==> config.mk <==
export PLATFORM = sky130hd
export DESIGN_NAME = bus_arbiter
export DESIGN_NICKNAME = d
export VERILOG_FILES = /design/src/cache_pkg.sv /design/src/bus_arbiter.sv
export SDC_FILE = /design/constraint.sdc
export NUM_CORES = 1
export LEC_CHECK = 0
export BUFFER_PORTS_ARGS = -buffer_cell sky130_fd_sc_hd__buf_2
export CAP_MARGIN = 20
export CORE_AREA = 2 2 114 116
export CTS_CLUSTER_DIAMETER = 80
export DETAILED_ROUTE_END_ITERATION = 8
export DIE_AREA = 0 0 116 118
export SLEW_MARGIN = 10
export SYNTH_ARGS = -nofsm -noshare
export SYNTH_HDL_FRONTEND = slang
export SYNTH_SLANG_ARGS = --single-unit
==> constraint.sdc <==
create_clock -name clk -period 1 [get_ports clk]
set_input_delay 0.1 -clock clk [delete_from_list [all_inputs] [get_ports clk]]
set_output_delay 0.1 -clock clk [all_outputs]
set_load 0.01 [all_outputs]
==> src/cache_pkg.sv <==
package cache_pkg;

  // cache geometry
  localparam int LINES     = 8;
  localparam int INDEX_W   = $clog2(LINES);
  localparam int OFFSET_W  = 2;
  localparam int TAG_W     = 32 - INDEX_W - OFFSET_W;
  localparam int WORD_W    = 32 - OFFSET_W;

  // main memory size, decoded from byte address bits 9:2
  localparam int MEM_WORDS = 256;
  localparam int MEM_AW    = $clog2(MEM_WORDS);

  typedef struct packed {
    logic [TAG_W-1:0]    tag;
    logic [INDEX_W-1:0]  index;
    logic [OFFSET_W-1:0] offset;
  } cache_view_t;

  typedef struct packed {
    logic [WORD_W-1:0]   word;
    logic [OFFSET_W-1:0] offset;
  } bus_view_t;

  // one byte address, seen as a line lookup or as a word address
  typedef union packed {
    cache_view_t cache;
    bus_view_t   bus;
  } cache_addr_t;

  typedef struct packed {
    logic        read;
    logic        write;
    logic [31:0] addr;
    logic [31:0] wdata;
  } cpu_req_t;

  typedef struct packed {
    logic        ready;
    logic [31:0] rdata;
  } cpu_rsp_t;

  typedef struct packed {
    logic              valid;
    logic              write;
    logic [WORD_W-1:0] addr;
    logic [31:0]       wdata;
  } bus_req_t;

  typedef struct packed {
    logic        ack;
    logic [31:0] rdata;
  } bus_rsp_t;

endpackage

==> src/bus_arbiter.sv <==
`timescale 1ns/10ps

module bus_arbiter (
  input  logic                clk,
  input  logic                reset,
  input  cache_pkg::bus_req_t req_a,
  input  cache_pkg::bus_req_t req_b,
  output cache_pkg::bus_rsp_t rsp_a,
  output cache_pkg::bus_rsp_t rsp_b,
  output cache_pkg::bus_req_t mem_req,
  input  cache_pkg::bus_rsp_t mem_rsp
);

  // port a is 0, port b is 1
  logic busy;
  logic owner;
  logic last_served;
  logic pick;
  logic other_valid;

  // tie goes to the port not served last
  assign pick        = (req_a.valid && req_b.valid) ? ~last_served : req_b.valid;
  assign other_valid = owner ? req_a.valid : req_b.valid;

  always_ff @(posedge clk or posedge reset)
  begin
    if (reset)
    begin
      busy        <= 1'b0;
      owner       <= 1'b0;
      last_served <= 1'b1;
    end
    else if (busy)
    begin
      // owner still holds valid in its ack cycle, so only the other port may take over
      if (mem_rsp.ack)
      begin
        last_served <= owner;
        if (other_valid)
          owner <= ~owner;
        else
          busy <= 1'b0;
      end
    end
    else if (req_a.valid || req_b.valid)
    begin
      busy  <= 1'b1;
      owner <= pick;
    end
  end

  always_comb
  begin
    mem_req = '0;
    rsp_a   = '0;
    rsp_b   = '0;
    if (busy)
    begin
      mem_req = owner ? req_b : req_a;
      if (owner)
        rsp_b = mem_rsp;
      else
        rsp_a = mem_rsp;
    end
  end

endmodule

---- After elaboration in Yosys (flattened, before gate mapping) ----
Cells that the tools add are included.
operators by class
  muxes and demuxes ....................... 16
  eq/ne operators ......................... 2
  reductions and logical operators ........ 5
  bitwise operators ....................... 2
operators by type and width
  kind                                                                     number
  33-bit 2-to-1 mux                                                        4
  64-bit 2-to-1 mux                                                        2
  1-bit 2-to-1 mux                                                         10
  3-bit AND reduction                                                      1
  2-bit by 1-bit inequality test with 1-bit output, second input constant  1
  2-bit inequality test, second input constant                             1
  1-bit NOT                                                                2
  2-bit AND reduction                                                      1
  2-bit nonzero test                                                       1
  1-bit logical AND                                                        1
  1-bit logical OR                                                         1
word-level totals
  output and inout port bits .............. 130
  bits in registers ....................... 3
  logic and storage cells ................. 28
  input bits .............................. 163

---- Depth between registers and ports, before layout ----
  word-level depth ........................ 4
  depth in mapped cells ................... 5
  depth with buffers taken out ............ 3

---- Worst setup path after synthesis ----
Ideal clock, no wire load.
  kind .................................... reg-to-output
  start ................................... register owner
  end ..................................... output port rsp_a[0] (netlist name)
  stages on the path, launching flop included .. 5
  setup slack ............................. -0.093 ns
  data required time ...................... 0.900 ns
  arrival time ............................ 0.993 ns
  buffers on the path ..................... 2
  cell sequence ........................... dfrtp_1 -> buf_12 -> nor2b_4 -> buf_6 -> and2_1
RTL lines
  element                 line               text
  start, declared         bus_arbiter.sv:16  logic owner;
  start signal, assigned  bus_arbiter.sv:40  owner <= ~owner;
  start signal, assigned  bus_arbiter.sv:48  owner <= pick;
  end, declared           bus_arbiter.sv:8   output cache_pkg::bus_rsp_t rsp_a,

==> metrics.md <==
| Metric | Value |
|---|---|
| Status | `finished, violations left` |
| Failing checks | `negative setup slack` |
| Final #Nets | `between 600 and 700` |
| TritonCTS Sinks | `3` |
| Drt pass-1 iters | `4` |
| CP max stage delay | `around 0.50 ns` |
| H-tree levels | `1` |
| Multi-input combinational cell area | `roughly 1800 sq um` |
| Clock share of power | `under 10%` |
| Layout cells sized above 1 | `between 70% and 80%` |
| Fillers | `~1300` |
| Maximum net fanout on the critical path | `33` |
| Top Family by Delay on Critical Path | `flip-flops` |
| Final Worst Setup Slack | `-0.557 ns` |
| Core area | `approximately 12000 sq um` |
| DR WL/cell | `around 15 um` |
| Max-cap violations | `0` |
| Sw frac | `39.8%` |
| Initial core utilization | `between 10% and 20%` |
| Final period utilization | `156%` |
| Clk slew on worst S/H paths | `about 0.030 ns` |
| CP arrival | `between 1 and 1.5 ns` |
| Pin count of the biggest net entering global routing | `51` |
| Pwr/cell area | `between 1500 and 2000 nW/um^2` |
| Num CTS Buffers | `3` |
| First-pass GRT wire length | `14500 um` |
| Yosys reg bits | `3` |
| Worst slew margin | `between 80% and 90%` |
| Max rail drop VDD | `~800 uV` |
| Most common cell after layout, fill and taps aside | `buf_2` |
| Switching component of the power | `approximately 3.4 mW` |
| Post-Synthesis Cells | `~230` |
| FF-to-FF path depth | `4` |
| P_int | `5.08 mW` |
| Critical Path Sink | `rsp_a[4]` |
| Post-synth cell types | `22` |
| Critical path buffer and inverter count | `3` |
| Setup crit end kind | `output port` |
| Starting DRT DRC Count | `62` |
| Root Driver | `clkbuf_16` |
| Setup crit start | `owner` |
| Final setup vio count | `~130` |
| RSZ-0062 raised after global routing | `yes` |
| Vias in the first global route | `approximately 2700` |
| HPWL Detailed | `~8700 um` |
| Max clock buf depth | `2` |
| Critical R2R Launch | `owner` |
| Synth warn | `0` |
| Most frequent cells in the layout | `buf_2 (246), nor2b_1 (65), mux2i_1 (61)` |
| Fin. Hold Viols | `0` |
| Sequential share of power | `under 10%` |
| Via/cell ratio | `~4.0` |
| Total I/O pin count | `roughly 290` |
| Type of the worst setup path | `flip-flop to output port` |
| Routed vias | `2814` |
| Slowest cell on crit path | `dfrtp_4` |
| Final wirelength | `roughly 11000 um` |
| CP Cell Sequence | `buf_8 > nor2b_4 > buf_12 > and2_4 > buf_2` |
| Seq/Total Area, Yosys | `a little under 4%` |
| Syn nets | `about 400` |
| Setup TNS | `-65.31 ns` |
| Die area | `13700 sq um` |
| Hold path start | `req_a[63]` |
| Fmax | `~0.64 GHz` |
| GR Overflow Total | `0` |
| Setup crit start kind | `flip-flop` |
| IO buf count | `just under 300` |
| Area Overhead vs Synth | `128%` |
| FF-to-FF setup slack | `-0.34 ns` |
| Final min period | `about 1.6 ns` |
| Worst-Skew Late Latency | `around 0.22 ns` |
| FF/Latch Area | `around 80 sq um` |
| Clock Skews | `between 0.0009 and 0.001 ns` |
| Total track usage | `13.8%` |
| Comb pwr share | `about nine tenths` |
| Worst Tran Pin Value | `~0.20 ns` |
| CTS tree | `done` |
| Initial antenna violation count | `4` |
| Final Max Tran Viols | `0` |
| Crit. path cell count | `5` |
| Row Count | `between 40 and 50` |
| Die Y | `around 120 um` |
| ANT nets after route | `0` |
| Mapped Avg Cell Area | `between 8 and 9 sq um` |
| P_leak | `2.50 nW` |
| Chip Width | `about 120 um` |
| Reg2reg end | `busy` |
| GPL Wtd Cong | `just under 0.8` |
| Tightest Hold Check Type | `input port to flip-flop` |
| Fin area | `roughly 4400 sq um` |
| Placed standard-cell area | `roughly 3700 sq um` |
| Drt drc | `0` |
| Mapped cell area | `roughly 1900 sq um` |
| Worst path required time | `roughly 0.9 ns` |
[cell type report]
cell class | instances | area share (%)
sequential | 3 | 1.86
inverter | 1 | 0.0857
timing repair buffer | 321 | 50.6
antenna | 1 | 0.0571
tap | 172 | 4.91
multi-input combinational | 204 | 40.7
clock buffer | 4 | 1.80
[layer usage]
metal,wire length (um),part of all wire (%),up-vias,GRT usage [%]
met2,5460,51,186,26.9
met1,3990,38,1226,15.5
met4,132,1.2,2,2.08
li1,-,-,1390,-
met3,1030,9.7,10,2.27
met5,13,0.12,-,0
[repair_timing]
item / 4_1_cts / 5_1_grt
pin swaps: 1 / 1
hold buffers: 1 / 0
setup endpoints to repair: 133 / 133
buffers inserted: 6 / 3
gates resized for setup: 70 / 9
cloned: 4 / 3
hold endpoints to repair: 3 / 0
[how the worst min path moves through the flow]
stage	endpoint	slack [ns]	depth (start not counted)
after global routing	owner	0.12	2
after detailed placement	owner	-0.02	2
after floorplan	busy	-0.15	1
after global placement	owner	-0.02	2
final	owner	0.1	2
after CTS	owner	0.1	2
[cells by family after synthesis]
family,Yosys count,synth area share (%)
buffers and inverters,26,15.1
AND/OR/NAND/NOR,134,44.1
multiplexers,65,34.1
flip-flops,3,3.97
AO/OA/AOI/OAI,5,2.80
[synth_stat cells]
| cell | instances | area share, % |
|---|---|---|
| and3_4 | 1 | 0.59 |
| mux2_4 | 1 | 0.78 |
| inv_1 | 1 | 0.19 |
| and2_1 | 33 | 11 |
| nand2_1 | 1 | 0.19 |
| nor2b_1 | 65 | 21 |
| buf_6 | 5 | 2.9 |
| dfrtp_1 | 2 | 2.6 |
| o32a_1 | 1 | 0.52 |
| o21bai_4 | 1 | 0.98 |
| buf_12 | 8 | 8.3 |
| dfstp_2 | 1 | 1.4 |
| buf_2 | 8 | 2.1 |
| buf_8 | 1 | 0.78 |
| clkbuf_1 | 2 | 0.39 |
| and3_1 | 32 | 10 |
| mux2i_1 | 64 | 33 |
| buf_4 | 1 | 0.39 |
| nor2b_4 | 1 | 0.72 |
| nand2b_1 | 1 | 0.33 |
| a21o_1 | 1 | 0.39 |
| a21oi_2 | 2 | 0.91 |
[registers in the layout (all words and copies together) (netlist names)]
signal / flops
busy: 1
owner: 1
last_served: 1
[worst reg2reg max path, cell delays in order, from the launching register on]
cell and delay (ns):
dfrtp_4 0.50, buf_8 0.15, buf_6 0.13, mux2_4 0.29
o32a_1 0.15
[power groups by stage]
stage / clock network (mW) / registers, mW / logic (mW)
2_1_floorplan: 0 / 0.197 / 4.41
3_3_place_gp: 0 / 0.280 / 5.96
3_5_place_dp: 0 / 0.282 / 5.95
4_1_cts: 0.638 / 0.231 / 7.28
5_1_grt: 0.656 / 0.244 / 8.09
6_report: 0.634 / 0.238 / 7.56
[metrics by stage]
stage	utilization [%]	total power [mW]	setup slack [ns]	hold WS, ns	instances
3_5_place_dp	29.9	6.23	-0.370	-0.0186	687
3_3_place_gp	29.9	6.24	-0.374	-0.0200	687
2_1_floorplan	-	4.61	-0.0916	-0.147	233
4_1_cts	34.5	8.15	-0.563	0.0991	702
5_1_grt	35.3	8.99	-0.587	0.118	705
6_report	35.3	8.43	-0.557	0.0966	706
No activity file was read; power rests on OpenSTA's default activity.
